<file path="config.mk">
export PLATFORM = sky130hd
export DESIGN_NAME = controlUnit
export DESIGN_NICKNAME = d
export VERILOG_FILES = /design/src/source/cu_pkg.sv /design/src/source/controlUnit.sv /design/src/source/controlWordGen.sv /design/src/source/instrDecoder.sv /design/src/source/microSequencer.sv
export VERILOG_INCLUDE_DIRS = /design/src /design/src/include
export SDC_FILE = /design/constraint.sdc
export NUM_CORES = 1
export LEC_CHECK = 0
export BUFFER_PORTS_ARGS = -buffer_cell sky130_fd_sc_hd__buf_4
export CORE_ASPECT_RATIO = 1.25
export CORE_MARGIN = 3
export CORE_UTILIZATION = 35
export DETAILED_ROUTE_END_ITERATION = 10
export GPL_ROUTABILITY_DRIVEN = 1
export PLACE_DENSITY = 0.57
export SETUP_SLACK_MARGIN = 0.3
export SLEW_MARGIN = 10
export SYNTH_ARGS = -nofsm -noshare
export SYNTH_HDL_FRONTEND = slang
export SYNTH_SLANG_ARGS = --single-unit
</file>
<file path="constraint.sdc">
create_clock -name Clk -period 4.55 [get_ports Clk]
set_clock_uncertainty 0.05 [all_clocks]
set_input_delay 0 -clock Clk [delete_from_list [all_inputs] [get_ports Clk]]
set_output_delay 0 -clock Clk [all_outputs]
set_load 0.03 [all_outputs]
</file>
<file path="src/include/cu_params.svh">
`ifndef CU_PARAMS_SVH
`define CU_PARAMS_SVH

// Control field widths
`define INS_WIDTH 8
`define WEN_WIDTH 13
`define BUS_WIDTH 4
`define INC_WIDTH 6
`define RST_WIDTH 5
`define CMP_WIDTH 3
`define ALU_WIDTH 3

// Register write enables
`define WEN_PC  12
`define WEN_IR  11
`define WEN_AR  10
`define WEN_DR  9
`define WEN_RP  8
`define WEN_RT  7
`define WEN_RM1 6
`define WEN_RK1 5
`define WEN_RN1 4
`define WEN_C1  3
`define WEN_C2  2
`define WEN_C3  1
`define WEN_AC  0

// Bus sources
`define BUS_MEM  4'd15
`define BUS_AR   4'd14
`define BUS_DR   4'd13
`define BUS_RP   4'd12
`define BUS_RT   4'd11
`define BUS_RM1  4'd10
`define BUS_RM2  4'd7
`define BUS_C1   4'd4
`define BUS_C2   4'd3
`define BUS_C3   4'd2
`define BUS_AC   4'd1
`define BUS_NONE 4'd0

// Increment bits
`define INC_PC 5
`define INC_M2 4
`define INC_K2 3
`define INC_N2 2
`define INC_C2 1
`define INC_C3 0

// Register reset bits
`define RST_RT 4
`define RST_M2 3
`define RST_K2 2
`define RST_N2 1
`define RST_AC 0

// Compare pair select, same code for both muxes
`define CMP_M 2
`define CMP_K 1
`define CMP_N 0

`endif

</file>
<file path="src/source/cu_pkg.sv">
`include "cu_params.svh"

package cu_pkg;

    // One state per cycle of every instruction
    typedef enum logic [7:0] {
        stNoop, stFetch1, stFetch2, stFetch3,
        stJmpM, stJmpK, stJmpN, stJmp2, stJmp3, stJmp4, stNoJmp,
        stCopy1, stCopy2, stCopy3, stCopy4, stCopyM, stCopyK, stCopyN,
        stLoadC1, stLoadC2, stLoad2, stLoad3,
        stStore1, stStore2, stStore3,
        stAssign1, stAssign2, stAssignC1, stAssignC2, stAssignC3,
        stResetAll, stResetN2, stResetK2,
        stMoveP, stMoveT, stMoveC1,
        stSetC1, stSetDr, stMul,
        stAddRt, stAddRm1, stAddRm2,
        stIncC2, stIncC3, stIncM2, stIncK2, stIncN2
    } cuStateT;

    // Instruction bits 7..4
    typedef enum logic [3:0] {
        opNoop = 4'd0, opJmp = 4'd1, opCopy = 4'd2, opLoad = 4'd3,
        opStore = 4'd4, opAssign = 4'd5, opReset = 4'd6, opMove = 4'd7,
        opSet = 4'd8, opMul = 4'd9, opAdd = 4'd10, opInc = 4'd11
    } opcodeT;

    // Instruction bits 3..0, one set per opcode group
    typedef enum logic [3:0] {jmpM, jmpK, jmpN} jmpSubT;
    typedef enum logic [3:0] {copyM1, copyK1, copyN1} copySubT;
    typedef enum logic [3:0] {loadC1, loadC2} loadSubT;
    typedef enum logic [3:0] {assignC1, assignC2, assignC3} assignSubT;
    typedef enum logic [3:0] {resetAll, resetN2, resetK2} resetSubT;
    typedef enum logic [3:0] {moveP, moveT, moveC1} moveSubT;
    typedef enum logic [3:0] {setC1, setDr} setSubT;
    typedef enum logic [3:0] {addRt, addRm1, addRm2} addSubT;
    typedef enum logic [3:0] {incC2, incC3, incM2, incK2, incN2} incSubT;

    // One-hot ALU operation
    typedef enum logic [`ALU_WIDTH-1:0] {
        aluNone = 3'b000, aluSet = 3'b001, aluMul = 3'b010, aluAdd = 3'b100
    } aluOpT;

endpackage

</file>
<file path="src/source/controlUnit.sv">
`timescale 1ns/100ps
`include "cu_params.svh"

module controlUnit (
    input  logic                  Clk,
    input  logic                  rstN,
    input  logic                  z,
    input  logic [`INS_WIDTH-1:0] ins,
    output logic                  iromRead,
    output logic                  memRead,
    output logic                  memWrite,
    output logic [`WEN_WIDTH-1:0] wEn,
    output logic                  selAr,
    output logic [`BUS_WIDTH-1:0] busSel,
    output logic [`INC_WIDTH-1:0] inc,
    output logic [`RST_WIDTH-1:0] rst,
    output logic [`CMP_WIDTH-1:0] cmpSel,
    output cu_pkg::aluOpT         aluOp
);
    import cu_pkg::*;

    cuStateT dispatchState;
    cuStateT variantState;
    cuStateT state;

    instrDecoder uDecoder (
        .ins           (ins),
        .dispatchState (dispatchState),
        .variantState  (variantState)
    );

    microSequencer uSequencer (
        .Clk           (Clk),
        .rstN          (rstN),
        .z             (z),
        .dispatchState (dispatchState),
        .variantState  (variantState),
        .state         (state)
    );

    controlWordGen uWordGen (
        .state    (state),
        .iromRead (iromRead),
        .memRead  (memRead),
        .memWrite (memWrite),
        .selAr    (selAr),
        .wEn      (wEn),
        .busSel   (busSel),
        .inc      (inc),
        .rst      (rst),
        .cmpSel   (cmpSel),
        .aluOp    (aluOp)
    );

endmodule

</file>
<file path="src/source/controlWordGen.sv">
`timescale 1ns/100ps
`include "cu_params.svh"

module controlWordGen (
    input  cu_pkg::cuStateT       state,
    output logic                  iromRead,
    output logic                  memRead,
    output logic                  memWrite,
    output logic                  selAr,
    output logic [`WEN_WIDTH-1:0] wEn,
    output logic [`BUS_WIDTH-1:0] busSel,
    output logic [`INC_WIDTH-1:0] inc,
    output logic [`RST_WIDTH-1:0] rst,
    output logic [`CMP_WIDTH-1:0] cmpSel,
    output cu_pkg::aluOpT         aluOp
);
    import cu_pkg::*;

    always_comb begin
        iromRead = 1'b0;
        memRead  = 1'b0;
        memWrite = 1'b0;
        selAr    = 1'b0;
        wEn      = '0;
        busSel   = `BUS_NONE;
        inc      = '0;
        rst      = '0;
        cmpSel   = '0;
        aluOp    = aluNone;

        case (state)
            stFetch1: iromRead = 1'b1;
            stFetch2: begin    // IR <= IROM[PC], PC <= PC + 1
                wEn[`WEN_IR] = 1'b1;
                inc[`INC_PC] = 1'b1;
            end

            stJmpM: cmpSel[`CMP_M] = 1'b1;    // M1 - M2
            stJmpK: cmpSel[`CMP_K] = 1'b1;
            stJmpN: cmpSel[`CMP_N] = 1'b1;
            stJmp2: iromRead = 1'b1;
            stJmp3: begin    // AR <= IROM[PC]
                wEn[`WEN_AR] = 1'b1;
                selAr = 1'b1;
            end
            stJmp4: begin    // PC <= AR
                wEn[`WEN_PC] = 1'b1;
                busSel = `BUS_AR;
            end
            stNoJmp: inc[`INC_PC] = 1'b1;

            stCopy1: iromRead = 1'b1;
            stCopy2: begin    // AR <= IROM[PC], PC <= PC + 1
                wEn[`WEN_AR] = 1'b1;
                selAr = 1'b1;
                inc[`INC_PC] = 1'b1;
            end
            stCopy3: memRead = 1'b1;
            stCopy4: begin    // DR <= MEM[AR]
                wEn[`WEN_DR] = 1'b1;
                busSel = `BUS_MEM;
            end
            stCopyM: begin
                wEn[`WEN_RM1] = 1'b1;
                busSel = `BUS_DR;
            end
            stCopyK: begin
                wEn[`WEN_RK1] = 1'b1;
                busSel = `BUS_DR;
            end
            stCopyN: begin
                wEn[`WEN_RN1] = 1'b1;
                busSel = `BUS_DR;
            end

            stLoadC1: begin    // AR <= C1
                wEn[`WEN_AR] = 1'b1;
                busSel = `BUS_C1;
            end
            stLoadC2: begin
                wEn[`WEN_AR] = 1'b1;
                busSel = `BUS_C2;
            end
            stLoad2: memRead = 1'b1;
            stLoad3: begin
                wEn[`WEN_DR] = 1'b1;
                busSel = `BUS_MEM;
            end

            stStore1: begin    // DR <= RT
                wEn[`WEN_DR] = 1'b1;
                busSel = `BUS_RT;
            end
            stStore2: begin    // AR <= C3
                wEn[`WEN_AR] = 1'b1;
                busSel = `BUS_C3;
            end
            stStore3: begin    // MEM[AR] <= DR
                memWrite = 1'b1;
                busSel = `BUS_DR;
            end

            stAssign1: iromRead = 1'b1;
            stAssign2: begin    // Immediate word into AR
                wEn[`WEN_AR] = 1'b1;
                selAr = 1'b1;
                inc[`INC_PC] = 1'b1;
            end
            stAssignC1: begin
                wEn[`WEN_C1] = 1'b1;
                busSel = `BUS_AR;
            end
            stAssignC2: begin
                wEn[`WEN_C2] = 1'b1;
                busSel = `BUS_AR;
            end
            stAssignC3: begin
                wEn[`WEN_C3] = 1'b1;
                busSel = `BUS_AR;
            end

            stResetAll: begin
                rst[`RST_RT] = 1'b1;
                rst[`RST_M2] = 1'b1;
                rst[`RST_K2] = 1'b1;
                rst[`RST_N2] = 1'b1;
                rst[`RST_AC] = 1'b1;
            end
            stResetN2: rst[`RST_N2] = 1'b1;
            stResetK2: rst[`RST_K2] = 1'b1;

            // AC out to P, T or C1
            stMoveP: begin
                wEn[`WEN_RP] = 1'b1;
                busSel = `BUS_AC;
            end
            stMoveT: begin
                wEn[`WEN_RT] = 1'b1;
                busSel = `BUS_AC;
            end
            stMoveC1: begin
                wEn[`WEN_C1] = 1'b1;
                busSel = `BUS_AC;
            end

            // ALU ops, result always lands in AC
            stSetC1: begin
                wEn[`WEN_AC] = 1'b1;
                busSel = `BUS_C1;
                aluOp = aluSet;
            end
            stSetDr: begin
                wEn[`WEN_AC] = 1'b1;
                busSel = `BUS_DR;
                aluOp = aluSet;
            end
            stMul: begin    // AC <= P * AC
                wEn[`WEN_AC] = 1'b1;
                busSel = `BUS_RP;
                aluOp = aluMul;
            end
            stAddRt: begin
                wEn[`WEN_AC] = 1'b1;
                busSel = `BUS_RT;
                aluOp = aluAdd;
            end
            stAddRm1: begin
                wEn[`WEN_AC] = 1'b1;
                busSel = `BUS_RM1;
                aluOp = aluAdd;
            end
            stAddRm2: begin
                wEn[`WEN_AC] = 1'b1;
                busSel = `BUS_RM2;
                aluOp = aluAdd;
            end

            stIncC2: inc[`INC_C2] = 1'b1;
            stIncC3: inc[`INC_C3] = 1'b1;
            stIncM2: inc[`INC_M2] = 1'b1;
            stIncK2: inc[`INC_K2] = 1'b1;
            stIncN2: inc[`INC_N2] = 1'b1;

            // Noop and decode cycle keep the all-zero word
            default: ;
        endcase
    end

endmodule

</file>
<file path="src/source/instrDecoder.sv">
`timescale 1ns/100ps
`include "cu_params.svh"

module instrDecoder (
    input  logic [`INS_WIDTH-1:0] ins,
    output cu_pkg::cuStateT       dispatchState,
    output cu_pkg::cuStateT       variantState
);
    import cu_pkg::*;

    opcodeT     opcode;
    logic [3:0] sub;
    logic [3:0] lowSel;    // Target pick for copy and assign

    assign opcode = opcodeT'(ins[7:4]);
    assign sub    = ins[3:0];
    assign lowSel = {2'b00, ins[1:0]};

    // First execution state after the fetch cycles
    always_comb begin
        dispatchState = stNoop;
        case (opcode)
            opNoop: dispatchState = stNoop;
            opJmp: begin
                case (sub)
                    jmpM:    dispatchState = stJmpM;
                    jmpK:    dispatchState = stJmpK;
                    jmpN:    dispatchState = stJmpN;
                    default: dispatchState = stNoop;
                endcase
            end
            opCopy:   dispatchState = (sub <= copyN1) ? stCopy1 : stNoop;
            opLoad: begin
                case (sub)
                    loadC1:  dispatchState = stLoadC1;
                    loadC2:  dispatchState = stLoadC2;
                    default: dispatchState = stNoop;
                endcase
            end
            opStore:  dispatchState = (sub == 4'h0) ? stStore1 : stNoop;
            opAssign: dispatchState = (sub <= assignC3) ? stAssign1 : stNoop;
            opReset: begin
                case (sub)
                    resetAll: dispatchState = stResetAll;
                    resetN2:  dispatchState = stResetN2;
                    resetK2:  dispatchState = stResetK2;
                    default:  dispatchState = stNoop;
                endcase
            end
            opMove: begin
                case (sub)
                    moveP:   dispatchState = stMoveP;
                    moveT:   dispatchState = stMoveT;
                    moveC1:  dispatchState = stMoveC1;
                    default: dispatchState = stNoop;
                endcase
            end
            opSet: begin
                case (sub)
                    setC1:   dispatchState = stSetC1;
                    setDr:   dispatchState = stSetDr;
                    default: dispatchState = stNoop;
                endcase
            end
            opMul:    dispatchState = (sub == 4'h0) ? stMul : stNoop;
            opAdd: begin
                case (sub)
                    addRt:   dispatchState = stAddRt;
                    addRm1:  dispatchState = stAddRm1;
                    addRm2:  dispatchState = stAddRm2;
                    default: dispatchState = stNoop;
                endcase
            end
            opInc: begin
                case (sub)
                    incC2:   dispatchState = stIncC2;
                    incC3:   dispatchState = stIncC3;
                    incM2:   dispatchState = stIncM2;
                    incK2:   dispatchState = stIncK2;
                    incN2:   dispatchState = stIncN2;
                    default: dispatchState = stNoop;
                endcase
            end
            default: dispatchState = stNoop;
        endcase
    end

    // Last step of copy or assign, taken after stCopy4 or stAssign2
    always_comb begin
        variantState = stNoop;
        if (opcode == opAssign) begin
            case (lowSel)
                assignC1: variantState = stAssignC1;
                assignC2: variantState = stAssignC2;
                assignC3: variantState = stAssignC3;
                default:  variantState = stNoop;
            endcase
        end else begin
            case (lowSel)
                copyM1:  variantState = stCopyM;
                copyK1:  variantState = stCopyK;
                copyN1:  variantState = stCopyN;
                default: variantState = stNoop;
            endcase
        end
    end

endmodule

</file>
<file path="src/source/microSequencer.sv">
`timescale 1ns/100ps

module microSequencer (
    input  logic            Clk,
    input  logic            rstN,
    input  logic            z,
    input  cu_pkg::cuStateT dispatchState,
    input  cu_pkg::cuStateT variantState,
    output cu_pkg::cuStateT state
);
    import cu_pkg::*;

    cuStateT nextState;

    always_ff @(posedge Clk) begin
        if (!rstN) begin
            state <= stNoop;
        end else begin
            state <= nextState;
        end
    end

    always_comb begin
        case (state)
            // Fetch, then hand over to the decoder
            stFetch1: nextState = stFetch2;
            stFetch2: nextState = stFetch3;
            stFetch3: nextState = dispatchState;

            // Compare cycle, zero flag picks the path
            stJmpM, stJmpK, stJmpN: begin
                if (z) begin
                    nextState = stNoJmp;    // Skip the address word
                end else begin
                    nextState = stJmp2;
                end
            end
            stJmp2: nextState = stJmp3;
            stJmp3: nextState = stJmp4;

            stCopy1: nextState = stCopy2;
            stCopy2: nextState = stCopy3;
            stCopy3: nextState = stCopy4;
            stCopy4: nextState = variantState;    // M1, K1 or N1

            stLoadC1, stLoadC2: nextState = stLoad2;
            stLoad2: nextState = stLoad3;

            stStore1: nextState = stStore2;
            stStore2: nextState = stStore3;

            stAssign1: nextState = stAssign2;
            stAssign2: nextState = variantState;    // C1, C2 or C3

            // Idle and every last step return to fetch
            default: nextState = stFetch1;
        endcase
    end

endmodule

</file>
Yosys cells after proc, flatten, opt, wreduce, memory -nomap -nowiden:

Cells that the tools add are included.

* eq/ne operators: 63
* muxes and demuxes: 49
* $lt $le $gt $ge: 1
* reduce and logical (&&, ||, !) cells: 23

Operators by type and width (count)
* $eq 8x5->1 const B: 16
* $eq 8x6->1 const B: 15
* $pmux 8 s15: 1
* $pmux 8 s11: 1
* $eq 8x4->1 const B: 8
* $pmux 6 s3: 3
* $pmux 4 s11: 1
* $eq 8x3->1 const B: 4
* $pmux 5 s3: 2
* $pmux 6 s5: 1
* $mux 1: 29
* $eq 4x3->1 const B: 5
* $reduce_or 2->1: 10
* $pmux 3 s3: 2
* $eq 4x2->1 const B: 4
* $eq 4x4->1 const B: 4
* $eq 8x2->1 const B: 2
* $reduce_or 3->1: 5
* $pmux 6 s2: 1
* $reduce_or 4->1: 3
* $reduce_or 6->1: 2
* $mux 5: 2
* $pmux 5 s2: 1
* $eq 4x1->1 const B: 2
* other kinds (10): 12

* output and inout port bits: 38
* input bits: 11
* bits in registers: 8
* logic and storage cells: 137

Longest topological paths before layout:

Gate-level depths: netlist of the first run.

* depth in word-level cells: 4
* mapped depth: 8
* depth with buffers taken out: 7

Hierarchy:

From an unflattened synthesis of the first run, not the netlist that was laid out.

* cell total of the unflattened synthesis: 312
* area total of the unflattened synthesis: 2097.0 um^2

By module, submodules not included
* microSequencer: instances 1, area an instance 784.5 um^2, cells an instance 101, sequential area each 160.2 um^2
* controlWordGen: instances 1, area an instance 676.9 um^2, cells an instance 120, sequential area each 0.0 um^2
* instrDecoder: instances 1, area an instance 635.6 um^2, cells an instance 91, sequential area each 0.0 um^2

Worst setup path after synthesis of the first run:

Ideal clock, no wire load.

* path kind: reg-to-output
* from: reg uSequencer.state[3]
* to: out selAr
* data required time: 4.500 ns
* cell stages (with the launch flop): 6
* path buffers: 3
* path slack: 2.082 ns
* data arrival time: 2.418 ns
* path through: dfxtp_1 buf_6 buf_2 buf_2 nand2_1 a2111oi_0

* word-level cells in the longest chain between the ends: 3
* elaborated cells between the ends (all ways): 5
* classes of those cells: eq/ne: 3; mux: 1; reduce/logical: 1

Ends and longest elaborated chain
* start: declaration: RTL line microSequencer.sv:9 `output cu_pkg::cuStateT state`
* start signal: assignment: RTL line microSequencer.sv:17 `state <= stNoop;`
* start signal: assignment: RTL line microSequencer.sv:19 `state <= nextState;`
* $eq 8x4->1 / $eq 8x5->1 (equally long branches): RTL line controlWordGen.sv:31 `case (state)`
* $reduce_or 3->1 (no line) (*)
* $mux 1 (*): RTL line controlWordGen.sv:31
* end: declaration: RTL line controlUnit.sv:13 `output logic selAr,`

Every way passes the cells marked *; elsewhere a longest branch is shown, timed or not.

Worst setup path in the final report of the first run:

* from: reg uSequencer.state[4]
* to: out wEn[3]

* word-level cells in the longest chain between the ends: 3
* elaborated cells between the ends (all ways): 4
* classes of those cells: eq/ne: 2; mux: 1; reduce/logical: 1

Ends and longest elaborated chain
* $eq 8x5->1 / $eq 8x6->1 (equally long branches): RTL line controlWordGen.sv:31
* $reduce_or 2->1 (no line) (*)
* $mux 1 (*): RTL line controlWordGen.sv:31
* end: declaration: RTL line controlUnit.sv:12 `` output logic [`WEN_WIDTH-1:0] wEn, ``

Marks and branches as above.

==> metrics.txt, run 1 <==
status finished, final reports clean; Req. time, crit path 4.50 ns; clock share of power 32.2%; fin crit share 57.9%; Storage cell area 120 µm²; Power Total 0.247 mW; post-route minimum period 2.64 ns; Rel. slew slack 38.3%; Clock H-tree levels 1; # DRC 0; Max FO, Critical Path 29; syn_nets 310; largest net degree at the start of global routing 30; filler instances 534; crit start category flip-flop; gpl congestion 0.952; Die Area 0.00614 mm²; most frequent cells in the layout buf_4, nor2_1, nand2_1; PostCTS Resize Cnt 0; Biggest register uSequencer.state; CTS tree done; internal power 0.152 mW; port bufs 48; unique cell type count in the Yosys netlist 67; synthesis-to-layout area growth 17.3%; core area 0.00490 mm²; Placed Cells 369; max cap viols 0; switching fraction of total power 38.6%; postcts setup bufs 0; GRT Overall Usage 20.2%; clk slew on worst S/H paths 0.03 ns; Sw Pwr 0.0954 mW; Final nets 332; vias 2,258; antenna violations before repair 0; number of synthesis warnings 0; cells after synthesis 293; fin. max-slew vios 0; Seq cells post-synth 6; RSZ-0062 raised after global routing no; Die Wd 70.7 µm; commonest non-fill, non-tap cell in the layout buf_4; DR WL/cell 17.0 µm; Iter 0 DRT Violations 357; logic gate share of total power 41.3%; ratio of cells with drive above 1 in the final layout 17.6%; Worst-Margin Slew 0.925 ns; total CTS buffers 3; syn avg cell area 6.25 µm²; Largest regs uSequencer.state: 6 flops; Max VDD drop 0.0740 mV; multi-input gate area in the final layout 0.00150 mm²; Seq/Total Area, Yosys 6.56%; Synth async-reset ratio 0%; Ports 49; most common flop cell mapped by yosys dfxtp_1; Max Freq 379 MHz; P_leak 0.837 nW; first-pass GRT wire length 10.4 mm; CP arrival 2.59 ns; Final Non-Filler Cells 373; Worst Hold Class in -> reg; DPL Wire Length 4.74 mm; Avg Vias per Cell 6.05; cts hold-fix bufs 1; max FFs per register 6; CP Capture Type output pin; # diodes 0; Die Height 86.9 µm; effective utilization at floorplan 37.3%; Max Root-Sink Buffers 2; antenna-violating nets left 0; setup TNS 0 ns; floorplan row count 28; clock net sink count 6; critical path class reg -> out; final wirelength 6.33 mm; PD cells 115 mW/mm²; Root Buffer clkbuf_8; vias in the first global route 2,072; gr ovfl total 0; Final Setup Violations 0; number of synthesized flops with an enable pin 0; sequential share of power 26.6%; DRT Pass-1 Iters 5; Synth Cell Area 0.00183 mm²; Hold Vio Cnt, Final 0; worst skew pair latency 0.22 ns
-- cells by family (layout without fill, tap and decap cells) --
group           after synthesis  in the layout  synth area share [%]
fa+ha+maj                     6              6                  4.10
simple gates                133            133                  37.6
flops                         6              6                  6.56
compound gates               98             98                  37.0
mux                           2              2                  1.09
xor+xnor                      4              4                  1.91
buf+inv                      44             64                  11.7
-- routing by layer --
metal	vias to the layer above	GRT usage, %	part of all wire (%)
met3	14	1.85	7.3
met4	0	7.35	2.3
met2	124	36.9	51
met1	1005	24.4	39
li1	1115	-	-
met5	-	0	0
-- synth_stat cells, types with 3 or more instances --
library cell / n / area share, %
buf_1: 3 / 0.61
o311ai_0: 3 / 1.4
nor2_1: 37 / 7.6
ha_1: 6 / 4.1
o22ai_1: 10 / 3.4
nand2_1: 24 / 4.9
buf_4: 5 / 2.0
or3_1: 3 / 1.0
o21ai_0: 18 / 4.9
nor3_1: 14 / 3.8
or2_1: 3 / 1.0
a21oi_1: 20 / 5.5
xnor2_1: 3 / 1.4
a22oi_1: 6 / 2.5
o211ai_1: 4 / 1.6
a31oi_1: 5 / 1.7
nor2b_1: 14 / 4.8
and3_1: 3 / 1.0
dfxtp_1: 6 / 6.6
nand3_1: 7 / 1.9
buf_2: 11 / 3.0
and2_1: 3 / 1.0
clkbuf_1: 10 / 2.0
nand2b_1: 8 / 2.7
inv_1: 11 / 2.3
-- metrics by stage --
step	hold WS [ns]	setup slack [ns]	cell area (µm²)	utilization, %
final	0.142	1.91	2150	43.8
after global routing	0.164	1.65	2150	43.8
after CTS	0.135	1.98	2150	43.8
after detailed placement	0.225	2.15	2100	42.8
after global placement	0.225	2.14	2100	42.8
after floorplan	0.0593	2.08	1830	-
-- worst paths after layout --
path                                                     start                             end  slack [ns]  depth (start not counted)
worst min-delay path                                    ins[3]  uSequencer.state[0]$_SDFF_PN0_        0.14                          4
worst min register to register  uSequencer.state[5]$_SDFF_PN0_  uSequencer.state[1]$_SDFF_PN0_        1.02                          2
worst max-delay path            uSequencer.state[4]$_SDFF_PN0_                          wEn[3]        1.91                          6
worst max register to register  uSequencer.state[4]$_SDFF_PN0_  uSequencer.state[1]$_SDFF_PN0_        2.10                          5
-- worst max-delay path: stages, from the launching register on --
cell and delay (ns):
dfxtp_1 0.91, clkinv_1 0.50, nand2_1 0.43, nor2_1 0.08
a21oi_1 0.15, nor3_1 0.07, buf_4 0.21
-- power groups by stage --
stage	Clock [mW]	Combinational (mW)	Sequential, mW
after floorplan	0	0.0840	0.0555
after global placement	0	0.101	0.0667
after detailed placement	0	0.100	0.0660
after CTS	0.0821	0.101	0.0652
after global routing	0.0842	0.112	0.0667
final	0.0796	0.102	0.0657
-- cell type report --
| cell class | count | area share (%) |
|---|---|---|
| inverter | 12 | 2.10 |
| tap | 60 | 3.49 |
| sequential | 6 | 5.59 |
| timing repair buffer | 49 | 17.2 |
| clock buffer | 3 | 1.92 |
| multi-input combinational | 243 | 69.7 |
No activity file was read; power rests on OpenSTA's default activity.
==> run 2, diff against run 1 <==
Settings changed: ABC_AREA set to 1, PLACE_DENSITY 0.57 to 0.59.
Clock period 4.55 ns to 2.58 ns, I/O delays scaled along.
==> run 2 against run 1 <==
Register-to-register slack lost 1.3 ns. Wire length decreased by 19%. Non-clock buffer count unchanged. Die area is 17% lower. Core utilization grew 5.3 points. Total power is 91% higher. Area after synthesis shrank 19%. Worst setup slack got worse by 1.3 ns. Worst hold slack got worse by 0.11 ns. Combinational power up 120%. Sequential share of layout area up 0.62 points. Critical endpoint is now busSel[1]. Largest cell class unchanged.
==> metrics.txt, run 2 <==
DPL Wire Length 4.39 mm (-7.4%); setup TNS 0 ns (unchanged); crit start category flip-flop; most frequent cells in the layout nand2_1, nor2_1, buf_4; fin crit share 74.9%; DR WL/cell 13.0 µm (-23%); max FFs per register 6 (unchanged); fin. max-slew vios 0 (unchanged); # DRC 0 (unchanged); Req. time, crit path 2.53 ns (-1.97 ns); gr ovfl total 0 (unchanged); Die Wd 64.3 µm (-9.0%); commonest non-fill, non-tap cell in the layout nand2_1; gpl congestion 0.928 (-2.5%); floorplan row count 25 (-11%); CP arrival 1.88 ns (-0.71 ns); PD cells 244 mW/mm² (+110%); Avg Vias per Cell 5.06 (-16%); Synth top area share 19.9% (+12 points); post-route minimum period 1.93 ns; Die Area 0.00508 mm² (-17%); filler instances 470 (-12%); Ports 49 (unchanged); Biggest register uSequencer.state; ratio of cells with drive above 1 in the final layout 21.3% (+3.8 points); DRT Pass-1 Iters 4 (-1); largest family of logic cells by synthesized area simple AND/OR/NAND/NOR gates; Seq cells post-synth 6 (unchanged); Worst Hold Class in -> reg; port bufs 48 (unchanged); Commonest cells post-synth nand2_1, nor2_1, nand3_1; vias 2,004 (-11%); syn_nets 312 (+0.65%); Final nets 361 (+8.7%); Reg2Reg Setup Slack 0.83 ns (-1.27 ns); synthesis-to-layout area growth 30.0%; worst skew pair latency 0.22 ns (about the same); Synth Cell Area 0.00149 mm² (-19%); adder-cell share of the synthesized area 5.04% (+0.94 points); Largest regs uSequencer.state: 6 flops; RSZ-0062 raised after global routing no; P_leak 1.16 nW (+38%); Max Freq 518 MHz; syn avg cell area 5.05 µm² (-19%); Max FO, Critical Path 7 (-76%); number of synthesis warnings 0 (unchanged); first-pass GRT wire length 8.60 mm (-17%); Root Buffer clkbuf_8; cts hold-fix bufs 0 (-1); critical path class reg -> out; antenna violations before repair 0 (unchanged); Placed Cells 393 (+6.5%); Post-Synth XOR/XNOR Area 0% (-1.9 points); antenna-violating nets left 0 (unchanged); Synth Area in Simple Gates 64.6% (+27 points); Synth async-reset ratio 0% (unchanged); GRT Overall Usage 20.8% (+0.57 points); Hold WS 0.0286 ns (-0.113 ns); vias in the first global route 1,944 (-6.2%); most numerous cell in the Yosys netlist nand2_1; most common flop cell mapped by yosys dfxtp_1; # diodes 0 (unchanged); Final Non-Filler Cells 396 (+6.2%); CP Capture Type output pin; Max VDD drop 0.0993 mV (+34%); number of synthesized flops with an enable pin 0 (unchanged); clock net sink count 6 (unchanged); core area 0.00394 mm² (-20%); post-synthesis mux area share 0% (-1.1 points); unique cell type count in the Yosys netlist 26 (-61%); Max Root-Sink Buffers 2 (unchanged); Final Setup Violations 0 (unchanged); Synth area leaders nand2_1, nand3_1, nor2_1, inv_1, dfxtp_1; Rel. slew slack 64.0% (+26 points); cells after synthesis 295 (+0.68%); Worst-Margin Slew 0.535 ns (-0.390 ns); largest net degree at the start of global routing 15 (-50%); total CTS buffers 3 (unchanged); post-synthesis compound-gate area fraction 10.0% (-27 points); post-synth top area cell nand2_1; Iter 0 DRT Violations 107 (-70%); effective utilization at floorplan 37.8% (+0.43 points); Die Height 78.9 µm (-9.2%); status finished, final reports clean; Seq/Total Area, Yosys 8.07% (+1.5 points); clk slew on worst S/H paths 0.03 ns (about the same); CTS tree done; Hold Vio Cnt, Final 0 (unchanged); placed instance area 0.00189 mm² (-9.8%); Clock H-tree levels 1 (unchanged); post-layout instance area 0.00194 mm² (-10%); max cap viols 0 (unchanged); final wirelength 5.14 mm (-19%)
-- run 2: cell types whose count changed in the layout (fill, tap and decap cells not counted), sizes merged, moves of 7 or more --
| cell | previous run | this run |
|---|---|---|
| nand3 | 7 | 45 |
| nand2b | 8 | 0 |
| nand2 | 24 | 82 |
| inv | 11 | 40 |
| nor2b | 14 | 0 |
| a21oi | 20 | 8 |
| nor2 | 37 | 63 |
| o21ai | 20 | 13 |
| o22ai | 10 | 0 |
-- run 2: repair_timing --
item | in CTS | in global routing
gates resized for setup | 0 | 1
endpoints found under the setup margin | 0 | 2
buffers inserted | 0 | 0
-- run 2: layout make-up --
class | count | area [µm²] | share of cell area, %
Sequential cell | 6 | 120 | 6.21
Inverter | 40 | 150 | 7.76
Timing Repair Buffer | 49 | 368 | 19.0
Clock buffer | 3 | 41.3 | 2.13
Multi-Input combinational cell | 244 | 1190 | 61.4
Tap cell | 54 | 67.6 | 3.49
-- run 2: critical path: stages, from the launching register on --
cell and delay, ns:
dfxtp_1 0.41, inv_1 0.10, nor2_1 0.39, nand3_1 0.23, o21ai_0 0.16, nor2_1 0.11, nand4_1 0.10, buf_4 0.16
-- run 2: final timing paths --
path,endpoint,cells past startpoint,startpoint
worst max register to register,uSequencer.state[0]$_SDFF_PN0_,8,uSequencer.state[5]$_SDFF_PN0_
worst max-delay path,busSel[1],7,uSequencer.state[0]$_SDFF_PN0_
worst min-delay path,uSequencer.state[0]$_SDFF_PN0_,3,rstN
worst min register to register,uSequencer.state[5]$_SDFF_PN0_,3,uSequencer.state[4]$_SDFF_PN0_
-- run 2: through the flow --
| stage | setup slack (ns) | utilization, % | power, mW |
|---|---|---|---|
| 2_1_floorplan | 0.669 | - | 0.254 |
| 3_3_place_gp | 0.780 | 48.0 | 0.335 |
| 3_5_place_dp | 0.765 | 48.0 | 0.334 |
| 4_1_cts | 0.522 | 49.0 | 0.479 |
| 5_1_grt | 0.407 | 49.1 | 0.513 |
| 6_report | 0.649 | 49.1 | 0.473 |
-- run 2: per-layer routing --
metal	routed length (µm)	share of wire, %	vias up	global-route usage [%]
li1	-	-	1053	-
met1	1980	39	883	21.1
met2	2820	55	62	41.6
met3	256	5.0	6	2.12
met4	87	1.7	0	9.09
met5	0	0	-	0
-- run 2: where the power goes --
| group | switching [mW] | total, mW | internal, mW |
|---|---|---|---|
| Combinational | 0.150 | 0.222 | 0.0716 |
| Clock | 0.0401 | 0.140 | 0.100 |
| Sequential | 0.0106 | 0.111 | 0.100 |
| Total | 0.201 | 0.473 | 0.272 |
-- run 2: cell families (layout without fill, tap and decap cells) --
| logic type | Yosys count | in the layout |
|---|---|---|
| buffers and inverters | 45 | 92 |
| flip-flops | 6 | 6 |
| AND/OR/NAND/NOR | 211 | 211 |
| AO/OA/AOI/OAI | 27 | 27 |
| adder cells (fa/ha/maj) | 6 | 6 |
==> run 3, diff against run 2 <==
Clock period 2.58 ns to 1.9 ns, I/O delays scaled along.
==> run 3 against run 2 <==
Worst setup slack worse by 0.43 ns. Register-to-register slack worse by 0.53 ns. Count of clock-buffer cells in the layout stayed put. Global-route usage is 1.3 points higher. Sequential share of layout area is 0.76 points lower. Non-clock buffer count is 38 higher. Flip-flop and latch count stayed put. Critical path depth is 2 higher. Die area stayed put. Total power is 71% higher. Wire length is 30% higher. Combinational power is 110% higher. Critical path type unchanged.
==> metrics.txt, run 3 (synthesis results as in run 2) <==
status finished, final reports clean; # DRC 0 (unchanged); Power Total 0.808 mW (+71%); critical path class reg -> out; clock share of power 23.0% (-6.7 points); # diodes 0 (unchanged); DRT Pass-1 Iters 4 (unchanged); Die Wd 64.3 µm (unchanged); RSZ-0062 raised after global routing yes; switching fraction of total power 44.3% (+1.9 points); antenna violations before repair 0 (unchanged); crit start category flip-flop; DR WL/cell 15.3 µm (+18%); post-route minimum period 1.68 ns; Max VDD drop 0.191 mV (+92%); max cap viols 0 (unchanged); clock net sink count 6 (unchanged); hold_sp rstN; CP Cell Sequence inv_2 -> nor2_4 -> buf_4 -> nand3_2 -> inv_2 -> nor3_2 -> buf_4 -> nand4_1 -> buf_6; commonest non-fill, non-tap cell in the layout buf_4; gr ovfl total 0 (unchanged); effective utilization at floorplan 37.8% (unchanged); total CTS buffers 3 (unchanged); Max stage delay on crit path 0.41 ns (about the same); logic gate share of total power 56.7% (+9.8 points); Final Setup Violations 0 (unchanged); Hold Vio Cnt, Final 0 (unchanged); filler instances 375 (-20%); Sw Pwr 0.358 mW (+78%); Setup WS post-layout 0.221 ns (-0.428 ns); Worst Hold Class in -> reg; minimum setup slack after placement 0.126 ns (-0.639 ns); sequential share of power 20.3% (-3.2 points); Die Height 78.9 µm (unchanged); Avg Vias per Cell 5.41 (+6.9%); Die Area 0.00508 mm² (unchanged); final wirelength 6.68 mm (+30%); R2R Path Start uSequencer.state[2]$_SDFF_PN0_; Ports 49 (unchanged); floorplan row count 25 (unchanged); Biggest register uSequencer.state; Hold Path Depth 3 (unchanged); cts hold-fix bufs 0 (unchanged); core area 0.00394 mm² (unchanged); reg2reg end uSequencer.state[0]$_SDFF_PN0_; CP Capture Type output pin; antenna-violating nets left 0 (unchanged); worst hold endpoint uSequencer.state[0]$_SDFF_PN0_; most frequent cells in the layout buf_4, nand2_1, nor2_1; Reg2Reg Setup Slack 0.30 ns (-0.53 ns); CP arrival 1.63 ns (-0.25 ns); P_leak 1.45 nW (+25%); first-pass GRT wire length 9.09 mm (+5.8%); vias in the first global route 2,068 (+6.4%); Clock H-tree levels 1 (unchanged); CTS tree done; GRT Overall Usage 22.1% (+1.3 points); Rel. slew slack 76.2% (+12 points); Max Root-Sink Buffers 2 (unchanged); fin crit share 88.4%; fin. max-slew vios 0 (unchanged); worst skew pair latency 0.22 ns (about the same); gpl congestion 0.874 (-5.8%); largest net degree at the start of global routing 15 (unchanged); Req. time, crit path 1.85 ns (-0.68 ns); Largest regs uSequencer.state: 6 flops; max FFs per register 6 (unchanged); vias 2,358 (+18%); CP max stage cell dfxtp_4; PD cells 308 mW/mm² (+26%); ratio of cells with drive above 1 in the final layout 44.0% (+23 points); Max Freq 596 MHz; Worst R2R Path Depth 13 (+5); Worst-Margin Slew 0.355 ns (-0.179 ns); internal power 0.450 mW (+65%); Root Buffer clkbuf_8; Final nets 401 (+11%); clk slew on worst S/H paths 0.03 ns (about the same); Iter 0 DRT Violations 213 (+99%); synthesis-to-layout area growth 76.1%; port bufs 48 (unchanged); DPL Wire Length 4.42 mm (+0.68%); Max FO, Critical Path 6 (-1); setup TNS 0 ns (unchanged)
run 3: cell types whose count changed in the layout (fill, tap and decap cells not counted), sizes merged:
cell,before,now
nor2,63,65
buf,49,87
run 3: worst max path at each step:
stage                     depth (start not counted)                            from                             end
after CTS                                        10  uSequencer.state[0]$_SDFF_PN0_                       busSel[2]
final                                             9  uSequencer.state[3]$_SDFF_PN0_                       busSel[1]
after global placement                            8  uSequencer.state[1]$_SDFF_PN0_  uSequencer.state[0]$_SDFF_PN0_
after global routing                              9  uSequencer.state[3]$_SDFF_PN0_                       busSel[1]
after floorplan                                   4  uSequencer.state[5]$_SDFF_PN0_                       busSel[3]
after detailed placement                          8  uSequencer.state[0]$_SDFF_PN0_  uSequencer.state[0]$_SDFF_PN0_
run 3: repair_timing:
item                                    in CTS  in global routing
gates cloned                                 1                  1
endpoints found under the setup margin      24                 16
gates resized for setup                     37                 53
pin swaps                                    7                 19
setup buffers                               13                 21
run 3: per-stage QoR:
stage          area, µm²  util (%)  hold slack [ns]  cells
2_1_floorplan       1530         -            0.134    295
3_3_place_gp        1960      49.7            0.259    397
3_5_place_dp        1960      49.7            0.254    397
4_1_cts             2220      56.2           0.0259    414
5_1_grt             2620      66.5           0.0369    436
6_report            2620      66.5           0.0229    436
run 3: power by group through the flow:
| stage | Clock, mW | Combinational, mW | Sequential, mW |
|---|---|---|---|
| 4_1_cts | 0.192 | 0.347 | 0.162 |
| 3_3_place_gp | 0 | 0.309 | 0.154 |
| 6_report | 0.186 | 0.458 | 0.164 |
| 5_1_grt | 0.199 | 0.494 | 0.166 |
| 2_1_floorplan | 0 | 0.199 | 0.150 |
| 3_5_place_dp | 0 | 0.307 | 0.154 |
run 3: final cells by class:
class,count,area (µm²),area share [%]
Clock buffer,3,41.3,1.58
Timing Repair Buffer,87,723,27.6
Sequential cell,6,143,5.44
Tap cell,54,67.6,2.58
Multi-Input combinational cell,246,1490,56.8
Inverter,40,158,6.01
run 3: routing by layer:
metal	track usage, %	part of all wire [%]	vias up
met5	0	0	-
met4	12.1	5.9	0
met3	1.70	4.9	45
met2	44.0	54	136
met1	22.0	36	1041
li1	-	-	1136
run 3: critical path, delay by kind of cell, from the launching register on:
kind,cells,cell delay (ns)
buf+inv,5,0.58
flops,1,0.41
simple gates,4,0.42
